**src/design/wdg_regmap_pkg.sv**
```systemverilog
/* register map widths, scan list, config field positions and crc constants */
package wdg_regmap_pkg;

    parameter int REG_AW       = 7;
    parameter int REG_DW       = 8;
    parameter int CRC_W        = 8;
    parameter int SCAN_REG_NUM = 8;

    // scan order, last entry holds the period config
    parameter logic [REG_AW-1:0] SCAN_ADDR_LIST [SCAN_REG_NUM] = '{
        7'h01, 7'h02, 7'h03, 7'h08, 7'h09, 7'h0A, 7'h0B, 7'h30
    };

    // 2-bit period fields inside register 0x30
    parameter int CFG_TMO_LSB     = 0;
    parameter int CFG_REFRESH_LSB = 2;
    parameter int CFG_SCAN_LSB    = 4;

    // x^8 + x^2 + x + 1
    parameter logic [CRC_W-1:0] CRC_POLY = 8'h07;

    // crc of {1'b1, addr, 8'h00} for each list entry
    parameter logic [CRC_W-1:0] RESET_CRC [SCAN_REG_NUM] = '{
        8'hA3, 8'h9C, 8'h89, 8'h1E, 8'h0B, 8'h34, 8'h21, 8'h4F
    };

endpackage

```
**src/design/wdg_timing_pkg.sv**
```systemverilog
/* period select codes, period unit table and the controller state encodings */
package wdg_timing_pkg;

    // ======================================================================
    // period selection
    // ======================================================================
    typedef enum logic [1:0] {
        P250  = 2'd0,
        P500  = 2'd1,
        P1000 = 2'd2,
        P2000 = 2'd3
    } wdg_period_e;

    // unit counts per code, same order as wdg_period_e
    parameter int unsigned PERIOD_UNITS [4] = '{250, 500, 1000, 2000};

    // longest period, sizes the counters
    parameter int unsigned MAX_PERIOD_UNITS = 2000;

    // ======================================================================
    // controller states
    // ======================================================================
    typedef enum logic [1:0] {
        SCAN_WAIT,
        SCAN_REQ,
        SCAN_RELEASE
    } scan_state_e;

    typedef enum logic [1:0] {
        LINK_WAIT,
        LINK_REQ,
        LINK_RELEASE
    } link_state_e;

endpackage

```
**src/design/reg_scan_if.sv**
```systemverilog
/* four-phase scan read channel between scan controller and register bank */
`timescale 1ns/1ps

interface reg_scan_if import wdg_regmap_pkg::*; ();

    logic              req;
    logic [REG_AW-1:0] addr;
    logic              ack;
    // valid while ack is high
    logic [REG_DW-1:0] data;
    logic [CRC_W-1:0]  crc;

    modport ctrl (
        output req, addr,
        input  ack, data, crc
    );

    modport bank (
        input  req, addr,
        output ack, data, crc
    );

endinterface

```
**src/design/crc8_calc.sv**
```systemverilog
/* combinational crc-8 over {marker, address, data} */
`timescale 1ns/1ps

module crc8_calc import wdg_regmap_pkg::*; (
    input  logic [REG_AW+REG_DW:0] i_data,
    output logic [CRC_W-1:0]       o_crc
);

    logic [CRC_W-1:0] crc;
    logic             fb;

    // msb first, init 0, no reflection, no final xor
    always_comb begin
        crc = '0;
        fb  = 1'b0;
        for (int i = REG_AW + REG_DW; i >= 0; i--) begin
            fb  = crc[CRC_W-1] ^ i_data[i];
            crc = {crc[CRC_W-2:0], 1'b0};
            if (fb) begin
                crc = crc ^ CRC_POLY;
            end
        end
    end

    assign o_crc = crc;

endmodule

```
**src/design/wdg_link_ctrl.sv**
```systemverilog
/* refresh request timer, four-phase request to the one-wire tx, response timeout */
`timescale 1ns/1ps

module wdg_link_ctrl import wdg_timing_pkg::*; #(
    parameter int CYC_PER_UNIT = 48
) (
    input  logic        i_clk,
    input  logic        i_rst_n,
    input  logic        i_link_en,
    input  wdg_period_e i_refresh_cfg,
    input  wdg_period_e i_tmo_cfg,
    output logic        o_refresh_req,
    input  logic        i_refresh_ack,
    input  logic        i_spi_wdg_rst,
    input  logic        i_rsp,
    output logic        o_timeout_err
);

    localparam int CNT_W = $clog2(MAX_PERIOD_UNITS * CYC_PER_UNIT);

    link_state_e      state;
    logic [CNT_W-1:0] ref_cnt;
    logic [CNT_W-1:0] ref_last;
    logic [CNT_W-1:0] tmo_cnt;
    logic [CNT_W-1:0] tmo_last;
    logic             ref_fire;
    logic             armed;
    logic             tmo_hit;

    assign ref_last = CNT_W'(PERIOD_UNITS[i_refresh_cfg] * CYC_PER_UNIT - 1);
    assign tmo_last = CNT_W'(PERIOD_UNITS[i_tmo_cfg] * CYC_PER_UNIT - 1);

    assign ref_fire = i_link_en && (state == LINK_WAIT) && !i_spi_wdg_rst
                      && (ref_cnt >= ref_last);

    // a response or restart on the last count still saves the link
    assign tmo_hit = i_link_en && armed && !i_spi_wdg_rst && !i_rsp
                     && (tmo_cnt >= tmo_last);

    // ======================================================================
    // refresh request
    // ======================================================================
    always_ff @(posedge i_clk or negedge i_rst_n) begin
        if (!i_rst_n) begin
            state         <= LINK_WAIT;
            ref_cnt       <= '0;
            o_refresh_req <= 1'b0;
        end else if (!i_link_en) begin
            ref_cnt       <= '0;
            o_refresh_req <= 1'b0;
            case (state)
                LINK_REQ:     state <= LINK_RELEASE;
                LINK_RELEASE: if (!i_refresh_ack) state <= LINK_WAIT;
                default:      state <= LINK_WAIT;
            endcase
        end else begin
            case (state)
                LINK_WAIT: begin
                    if (i_spi_wdg_rst) begin
                        ref_cnt <= '0;
                    end else if (ref_fire) begin
                        ref_cnt       <= '0;
                        o_refresh_req <= 1'b1;
                        state         <= LINK_REQ;
                    end else begin
                        ref_cnt <= ref_cnt + 1'b1;
                    end
                end
                LINK_REQ: begin
                    if (i_refresh_ack) begin
                        o_refresh_req <= 1'b0;
                        state         <= LINK_RELEASE;
                    end
                end
                LINK_RELEASE: begin
                    if (!i_refresh_ack) state <= LINK_WAIT;
                end
                default: state <= LINK_WAIT;
            endcase
        end
    end

    // ======================================================================
    // response timeout
    // ======================================================================
    always_ff @(posedge i_clk or negedge i_rst_n) begin
        if (!i_rst_n) begin
            armed         <= 1'b0;
            tmo_cnt       <= '0;
            o_timeout_err <= 1'b0;
        end else begin
            o_timeout_err <= tmo_hit;
            if (!i_link_en) begin
                armed   <= 1'b0;
                tmo_cnt <= '0;
            end else if (i_spi_wdg_rst) begin
                armed   <= 1'b1;
                tmo_cnt <= '0;
            end else if (tmo_hit) begin
                // a request on this edge re-arms at once
                armed   <= ref_fire;
                tmo_cnt <= '0;
            end else begin
                if (ref_fire) armed <= 1'b1;
                // rsp only restarts the count, stays armed
                tmo_cnt <= (!armed || i_rsp) ? '0 : tmo_cnt + 1'b1;
            end
        end
    end

endmodule

```
**src/design/wdg_reg_bank.sv**
```systemverilog
/* scanned register bank with stored crcs, host write port and scan responder */
`timescale 1ns/1ps

module wdg_reg_bank import wdg_timing_pkg::*, wdg_regmap_pkg::*; (
    input  logic              i_clk,
    input  logic              i_rst_n,
    input  logic              i_wr_en,
    input  logic [REG_AW-1:0] i_wr_addr,
    input  logic [REG_DW-1:0] i_wr_data,
    input  logic [CRC_W-1:0]  i_wr_crc,
    reg_scan_if.bank          scan,
    output wdg_period_e       o_tmo_cfg,
    output wdg_period_e       o_refresh_cfg,
    output wdg_period_e       o_scan_cfg
);

    // config register sits at the end of the list
    localparam int CFG_IDX = SCAN_REG_NUM - 1;

    logic [REG_DW-1:0] reg_data [SCAN_REG_NUM];
    logic [CRC_W-1:0]  reg_crc  [SCAN_REG_NUM];
    logic [REG_DW-1:0] rd_data;
    logic [CRC_W-1:0]  rd_crc;

    // ======================================================================
    // host write
    // ======================================================================
    always_ff @(posedge i_clk or negedge i_rst_n) begin
        if (!i_rst_n) begin
            for (int i = 0; i < SCAN_REG_NUM; i++) begin
                reg_data[i] <= '0;
                reg_crc[i]  <= RESET_CRC[i];
            end
        end else begin
            // unlisted addresses fall through
            for (int i = 0; i < SCAN_REG_NUM; i++) begin
                if (i_wr_en && (i_wr_addr == SCAN_ADDR_LIST[i])) begin
                    reg_data[i] <= i_wr_data;
                    reg_crc[i]  <= i_wr_crc;
                end
            end
        end
    end

    // ======================================================================
    // scan responder
    // ======================================================================
    always_comb begin
        rd_data = '0;
        rd_crc  = '0;
        for (int i = 0; i < SCAN_REG_NUM; i++) begin
            if (scan.addr == SCAN_ADDR_LIST[i]) begin
                rd_data = reg_data[i];
                rd_crc  = reg_crc[i];
            end
        end
    end

    // ack follows req one edge later
    always_ff @(posedge i_clk or negedge i_rst_n) begin
        if (!i_rst_n) begin
            scan.ack <= 1'b0;
        end else begin
            scan.ack <= scan.req;
        end
    end

    // snapshot taken on the edge ack rises
    always_ff @(posedge i_clk) begin
        if (scan.req && !scan.ack) begin
            scan.data <= rd_data;
            scan.crc  <= rd_crc;
        end
    end

    assign o_tmo_cfg     = wdg_period_e'(reg_data[CFG_IDX][CFG_TMO_LSB +: 2]);
    assign o_refresh_cfg = wdg_period_e'(reg_data[CFG_IDX][CFG_REFRESH_LSB +: 2]);
    assign o_scan_cfg    = wdg_period_e'(reg_data[CFG_IDX][CFG_SCAN_LSB +: 2]);

endmodule

```
**src/design/wdg_scan_ctrl.sv**
```systemverilog
/* periodic register scan, crc check and sticky per-register fault flags */
`timescale 1ns/1ps

module wdg_scan_ctrl import wdg_timing_pkg::*, wdg_regmap_pkg::*; #(
    parameter int CYC_PER_UNIT = 48
) (
    input  logic                    i_clk,
    input  logic                    i_rst_n,
    input  logic                    i_scan_en,
    input  wdg_period_e             i_scan_cfg,
    input  logic                    i_wr_en,
    input  logic [REG_AW-1:0]       i_wr_addr,
    reg_scan_if.ctrl                scan,
    output logic [SCAN_REG_NUM-1:0] o_crc_err_flags
);

    localparam int CNT_W = $clog2(MAX_PERIOD_UNITS * CYC_PER_UNIT);
    localparam int PTR_W = $clog2(SCAN_REG_NUM);

    scan_state_e             state;
    logic [CNT_W-1:0]        cnt;
    logic [CNT_W-1:0]        period_last;
    logic [PTR_W-1:0]        ptr;
    logic                    scan_fire;
    logic                    scan_done;
    logic [CRC_W-1:0]        crc_calc;
    logic                    crc_bad;
    logic [SCAN_REG_NUM-1:0] set_vec;
    logic [SCAN_REG_NUM-1:0] clr_vec;

    assign period_last = CNT_W'(PERIOD_UNITS[i_scan_cfg] * CYC_PER_UNIT - 1);
    assign scan_fire   = i_scan_en && (state == SCAN_WAIT) && (cnt >= period_last);
    assign scan_done   = i_scan_en && (state == SCAN_REQ) && scan.ack;

    // ======================================================================
    // period timer and handshake
    // ======================================================================
    always_ff @(posedge i_clk or negedge i_rst_n) begin
        if (!i_rst_n) begin
            state    <= SCAN_WAIT;
            cnt      <= '0;
            ptr      <= '0;
            scan.req <= 1'b0;
        end else if (!i_scan_en) begin
            cnt      <= '0;
            scan.req <= 1'b0;
            // an open handshake still has to see ack fall
            case (state)
                SCAN_REQ:     state <= SCAN_RELEASE;
                SCAN_RELEASE: if (!scan.ack) state <= SCAN_WAIT;
                default:      state <= SCAN_WAIT;
            endcase
        end else begin
            case (state)
                SCAN_WAIT: begin
                    if (scan_fire) begin
                        cnt      <= '0;
                        scan.req <= 1'b1;
                        state    <= SCAN_REQ;
                    end else begin
                        cnt <= cnt + 1'b1;
                    end
                end
                SCAN_REQ: begin
                    if (scan.ack) begin
                        scan.req <= 1'b0;
                        ptr      <= (ptr == PTR_W'(SCAN_REG_NUM - 1)) ? '0 : ptr + 1'b1;
                        state    <= SCAN_RELEASE;
                    end
                end
                SCAN_RELEASE: begin
                    if (!scan.ack) state <= SCAN_WAIT;
                end
                default: state <= SCAN_WAIT;
            endcase
        end
    end

    // address is held for the whole request
    always_ff @(posedge i_clk) begin
        if (scan_fire) begin
            scan.addr <= SCAN_ADDR_LIST[ptr];
        end
    end

    // ======================================================================
    // crc check and sticky flags
    // ======================================================================
    crc8_calc crc_i (
        .i_data ({1'b1, scan.addr, scan.data}),
        .o_crc  (crc_calc)
    );

    assign crc_bad = (crc_calc != scan.crc);

    always_comb begin
        set_vec = '0;
        clr_vec = '0;
        for (int i = 0; i < SCAN_REG_NUM; i++) begin
            clr_vec[i] = i_wr_en && (i_wr_addr == SCAN_ADDR_LIST[i]);
        end
        if (scan_done && crc_bad) begin
            set_vec[ptr] = 1'b1;
        end
    end

    // set beats a same-edge clear
    always_ff @(posedge i_clk or negedge i_rst_n) begin
        if (!i_rst_n) begin
            o_crc_err_flags <= '0;
        end else begin
            o_crc_err_flags <= (o_crc_err_flags & ~clr_vec) | set_vec;
        end
    end

endmodule

```
**src/design/wdg_top.sv**
```systemverilog
/* watchdog top: register bank, scan controller and link controller */
`timescale 1ns/1ps

module wdg_top import wdg_timing_pkg::*, wdg_regmap_pkg::*; #(
    parameter int CYC_PER_UNIT = 48
) (
    input  logic                    i_clk,
    input  logic                    i_rst_n,
    input  logic                    i_scan_en,
    input  logic                    i_link_en,
    input  logic                    i_wr_en,
    input  logic [REG_AW-1:0]       i_wr_addr,
    input  logic [REG_DW-1:0]       i_wr_data,
    input  logic [CRC_W-1:0]        i_wr_crc,
    output logic [SCAN_REG_NUM-1:0] o_crc_err_flags,
    output logic                    o_refresh_req,
    input  logic                    i_refresh_ack,
    input  logic                    i_rsp,
    input  logic                    i_spi_wdg_rst,
    output logic                    o_timeout_err
);

    wdg_period_e tmo_cfg;
    wdg_period_e refresh_cfg;
    wdg_period_e scan_cfg;

    reg_scan_if scan_bus ();

    wdg_reg_bank bank_i (
        .i_clk         (i_clk),
        .i_rst_n       (i_rst_n),
        .i_wr_en       (i_wr_en),
        .i_wr_addr     (i_wr_addr),
        .i_wr_data     (i_wr_data),
        .i_wr_crc      (i_wr_crc),
        .scan          (scan_bus.bank),
        .o_tmo_cfg     (tmo_cfg),
        .o_refresh_cfg (refresh_cfg),
        .o_scan_cfg    (scan_cfg)
    );

    wdg_scan_ctrl #(.CYC_PER_UNIT(CYC_PER_UNIT)) scan_ctrl_i (
        .i_clk           (i_clk),
        .i_rst_n         (i_rst_n),
        .i_scan_en       (i_scan_en),
        .i_scan_cfg      (scan_cfg),
        .i_wr_en         (i_wr_en),
        .i_wr_addr       (i_wr_addr),
        .scan            (scan_bus.ctrl),
        .o_crc_err_flags (o_crc_err_flags)
    );

    wdg_link_ctrl #(.CYC_PER_UNIT(CYC_PER_UNIT)) link_ctrl_i (
        .i_clk         (i_clk),
        .i_rst_n       (i_rst_n),
        .i_link_en     (i_link_en),
        .i_refresh_cfg (refresh_cfg),
        .i_tmo_cfg     (tmo_cfg),
        .o_refresh_req (o_refresh_req),
        .i_refresh_ack (i_refresh_ack),
        .i_spi_wdg_rst (i_spi_wdg_rst),
        .i_rsp         (i_rsp),
        .o_timeout_err (o_timeout_err)
    );

endmodule

```
**config.mk**
```make
export PLATFORM = sky130hd
export DESIGN_NAME = wdg_top
export DESIGN_NICKNAME = d
export VERILOG_FILES = /design/src/design/wdg_regmap_pkg.sv /design/src/design/wdg_timing_pkg.sv /design/src/design/reg_scan_if.sv /design/src/design/crc8_calc.sv /design/src/design/wdg_link_ctrl.sv /design/src/design/wdg_reg_bank.sv /design/src/design/wdg_scan_ctrl.sv /design/src/design/wdg_top.sv
export SDC_FILE = /design/constraint.sdc
export NUM_CORES = 1
export LEC_CHECK = 0
export ABC_AREA = 0
export BUFFER_PORTS_ARGS = -buffer_cell sky130_fd_sc_hd__buf_2
export CAP_MARGIN = 20
export CORE_MARGIN = 3
export CORE_UTILIZATION = 40
export CTS_CLUSTER_SIZE = 16
export DETAILED_ROUTE_END_ITERATION = 8
export GPL_TIMING_DRIVEN = 0
export SLEW_MARGIN = 20
export SYNTH_ARGS = -nofsm -noshare
export SYNTH_HDL_FRONTEND = slang
export SYNTH_HIERARCHICAL = 1
export SYNTH_SLANG_ARGS = --single-unit
```
**constraint.sdc**
```tcl
create_clock -name i_clk -period 4.4 [get_ports i_clk]
set_input_delay 0.22 -clock i_clk [delete_from_list [all_inputs] [get_ports i_clk]]
set_output_delay 0.22 -clock i_clk [all_outputs]
set_load 0.05 [all_outputs]
```
==> results_dict.tcl <==
set metrics [dict create \
    drt-initial-drc-count 383 \
    cp_max_fo 10 \
    detail_route.wl_per_cell_um 17.8 \
    synth_compound_area_share_pct 11.2 \
    synthXorXnorAreaFrac_pct 4.40 \
    grt_pass1_vias 8736 \
    htree_levels 1 \
    syn_avg_cell_area_um2 11.3 \
    stdcell_count 1584 \
    cts_tree "done" \
    cp_slowest_cell "dfrtp_1" \
    fin_ws_ns 1.27 \
    power_density_nw_per_um2 399 \
    area_growth_pct 13.9 \
    fmax_ghz 0.320 \
    fillers 2843 \
    synth_edf_count 20 \
    place_area_um2 13100 \
    gp_congestion 0.819 \
    irDropWorstVdd_mv 0.279 \
    grt_pass1_wl_mm 47.1 \
    crit_top_cell "a21o_1" \
    insertion_delay_ns 0.55 \
    r2r_slack_ns 1.27 \
    worstSetupEndpointType "register" \
    grt_max_degree 80 \
    fin_crit_ns 3.13 \
    synth-adder-area-share_pct 7.22 \
    fin_area_um2 14000 \
    drv_cap 0 \
    setup_violations 0 \
    cp.required_ns 4.85 \
    num_vias 8619 \
    arrival_ns 3.58 \
    antenna_found_initial 0 \
    start_util_pct 41.0 \
    dpl.hpwl_mm 20.0 \
    final_hold_viol_count 0 \
    synth_mux_area_share_pct 15.2 \
    cts.sinks 219 \
    syn_inst 1092 \
    ioPinCount 41 \
    cts_buffers 26 \
    startpoint "bank_i/o_refresh_cfg[1]" \
    grt_usage_pct 17.3 \
    overflow 0 \
    die_w_um 181 \
    fin_nets 1276 \
    synthFlopType "dfrtp_1" \
    synth_cell_types 75 \
    port_buffers 39 \
    start_kind "register" \
    rsz0062_at_grt "no" \
    drc 0 \
    p_leak_uw 0.00643 \
    async_flop_share_pct 90.9 \
    critPathBufInv 4 \
    drtPass1Iterations 5 \
    finalPower_uw 5580 \
    drive_gt1_share_pct 26.8 \
    clockBufferDepth 3 \
    min_path_type "input pin to register" \
    worst_pin_slew_ns 0.954 \
    crit_end "link_ctrl_i/ref_cnt[10]" \
    ant_nets 0 \
    place_ws_ns 1.33 \
    worst_clock_skew_ns 0.0387 \
    timing.slew.headroom_pct 35.8 \
    ys_ff_latch 219 \
    yosys_warnings 6 \
    status "finished, final reports clean" \
    routed_wl_mm 28.2 \
    row_count 63 \
    mappedNetlistArea_um2 12300 \
    r2r-end "link_ctrl_i/ref_cnt[10]" \
    path_cells "buf_4, inv_1, ha_1, nand4_1, nand3_1, o21ai_0, ha_1, a21o_1, a21o_1, a21oi_1, nand4_1, clkbuf_1, buf_2, nor3b_1, a21o_1" \
    r2r_cells 15 \
    postCtsSetupRepairBufs 0 \
    die-area_um2 32900 \
    finalCritPeriodShare_pct 71.1 \
    mostFrequentLayoutCells "dfrtp_1, mux2_2, nor2_1" \
    max_stage_delay_ns 0.41 \
    cts_root_buf "clkbuf_16" \
    n_antenna_cell 0 \
    cp.depth 15 \
    yosysSeqAreaShare_pct 45.7 \
    path_clk_slew_ns 0.06 \
    place_inst 1529 \
    critPathTopFamily "buffers and inverters" \
    report.final.slew_viol_count 0 \
    synth_top_family_by_area "multiplexers" \
    synthSimpleGateAreaFrac_pct 12.5 \
    crit_type "register to register" \
    r2r_start "bank_i/o_refresh_cfg[1]" \
    fp.dieH_um 181 \
    vias_per_cell 5.44 \
    timing.hold.ws_ns 0.0122 \
    coreArea_um2 30000 \
    layout_commonest_cell "dfrtp_1" \
]
area by class of cell:
type,count,area [um^2],area share [%]
buffer,53,339,2.42
clock buffer,38,756,5.40
clock inverter,10,109,0.777
inverter,34,128,0.911
multi-input combinational,792,6240,44.5
sequential,219,5620,40.1
tap,390,488,3.48
timing repair buffer,48,330,2.36
per-stage QoR:
stage               utilization, %  TNS [ns]
floorplan                        -         0
global placement              43.4    -65.42
detailed placement            43.6         0
CTS                           46.8         0
global route                  46.8         0
finish                        46.8         0
logic make-up (layout without fill, tap and decap cells):
group | count (synthesis) | count (layout)
adder cells (fa/ha/maj) | 71 | 71
flip-flops | 219 | 219
other | 2 | 8
buffers and inverters | 87 | 183
AND/OR/NAND/NOR | 277 | 277
XOR/XNOR | 53 | 53
multiplexers | 168 | 168
AO/OA/AOI/OAI | 215 | 215
sequential cells by signal, indices dropped and copies added, names as in the netlist:
signal and count:
bank_i/o_refresh_cfg 2, bank_i/o_scan_cfg 2, bank_i/o_tmo_cfg 2, bank_i/reg_crc 64, bank_i/reg_data 58, bank_i/scan.ack 1
bank_i/scan.crc 8, bank_i/scan.data 8, link_ctrl_i/armed 1, link_ctrl_i/o_refresh_req 1, link_ctrl_i/o_timeout_err 1, link_ctrl_i/ref_cnt 17
link_ctrl_i/state 2, link_ctrl_i/tmo_cnt 17, scan_ctrl_i/cnt 17, scan_ctrl_i/o_crc_err_flags 8, scan_ctrl_i/ptr 3, scan_ctrl_i/scan.addr 4
scan_ctrl_i/scan.req 1, scan_ctrl_i/state 2
worst min-delay path by stage:
stage | depth (start not counted) | endpoint | startpoint | slack [ns]
after CTS | 2 | bank_i/reg_crc[59] | i_wr_crc[3] | 0.0001
after detailed placement | 1 | scan_ctrl_i/cnt[7] | i_rst_n | 0.17
final | 2 | bank_i/reg_crc[43] | i_wr_crc[3] | 0.01
after floorplan | 0 | bank_i/o_refresh_cfg[0] | i_rst_n | -0.08
after global placement | 0 | bank_i/scan.ack | scan_ctrl_i/scan.req | 0.40
after global routing | 2 | bank_i/reg_data[28] | i_wr_data[4] | 0.02
timing repair:
action                    4_1_cts  5_1_grt
hold endpoints to repair       71        0
hold buffers                    7        0
gates resized for setup         0        0
routing by layer:
metal,vias to the layer above,part of all wire [%],global-route usage [%]
li1,4141,-,-
met1,4303,45,23.7
met2,142,49,29.7
met3,33,4.3,2.50
met4,0,1.5,2.89
met5,-,0,0
cells in the mapped netlist (6+ instances only):
master,instances,area [um^2]
dfrtp_1,171,4280
mux2_2,145,1630
nor2_1,73,274
ha_1,71,888
o21ai_0,62,310
a21oi_1,42,210
nand2_1,42,158
nand3_1,35,175
inv_1,34,128
dfstp_2,28,736
a21o_1,26,195
xor2_1,25,219
mux2i_1,23,230
clkbuf_1,22,82.6
xnor2_1,22,193
edfxtp_1,20,601
nand4_1,19,119
a22oi_1,16,120
o22ai_1,16,100
a221o_1,14,140
nor3_1,12,60.1
and3_1,11,68.8
nand2b_1,11,68.8
buf_4,10,75.1
nor4_1,9,56.3
buf_6,8,90.1
nor2_4,8,90.1
nor3b_1,8,60.1
a31oi_1,7,43.8
buf_2,7,35.0
nor2b_1,6,37.5
o21ai_1,6,30.0
report_power, final:
part           internal (uW)  total [uW]  leakage (uW)  switching (uW)
Sequential              2280        2430       0.00282             150
Combinational            453        1030       0.00319             576
Clock                   1260        2120      0.000426             864
No activity file was read; power rests on OpenSTA's default activity.
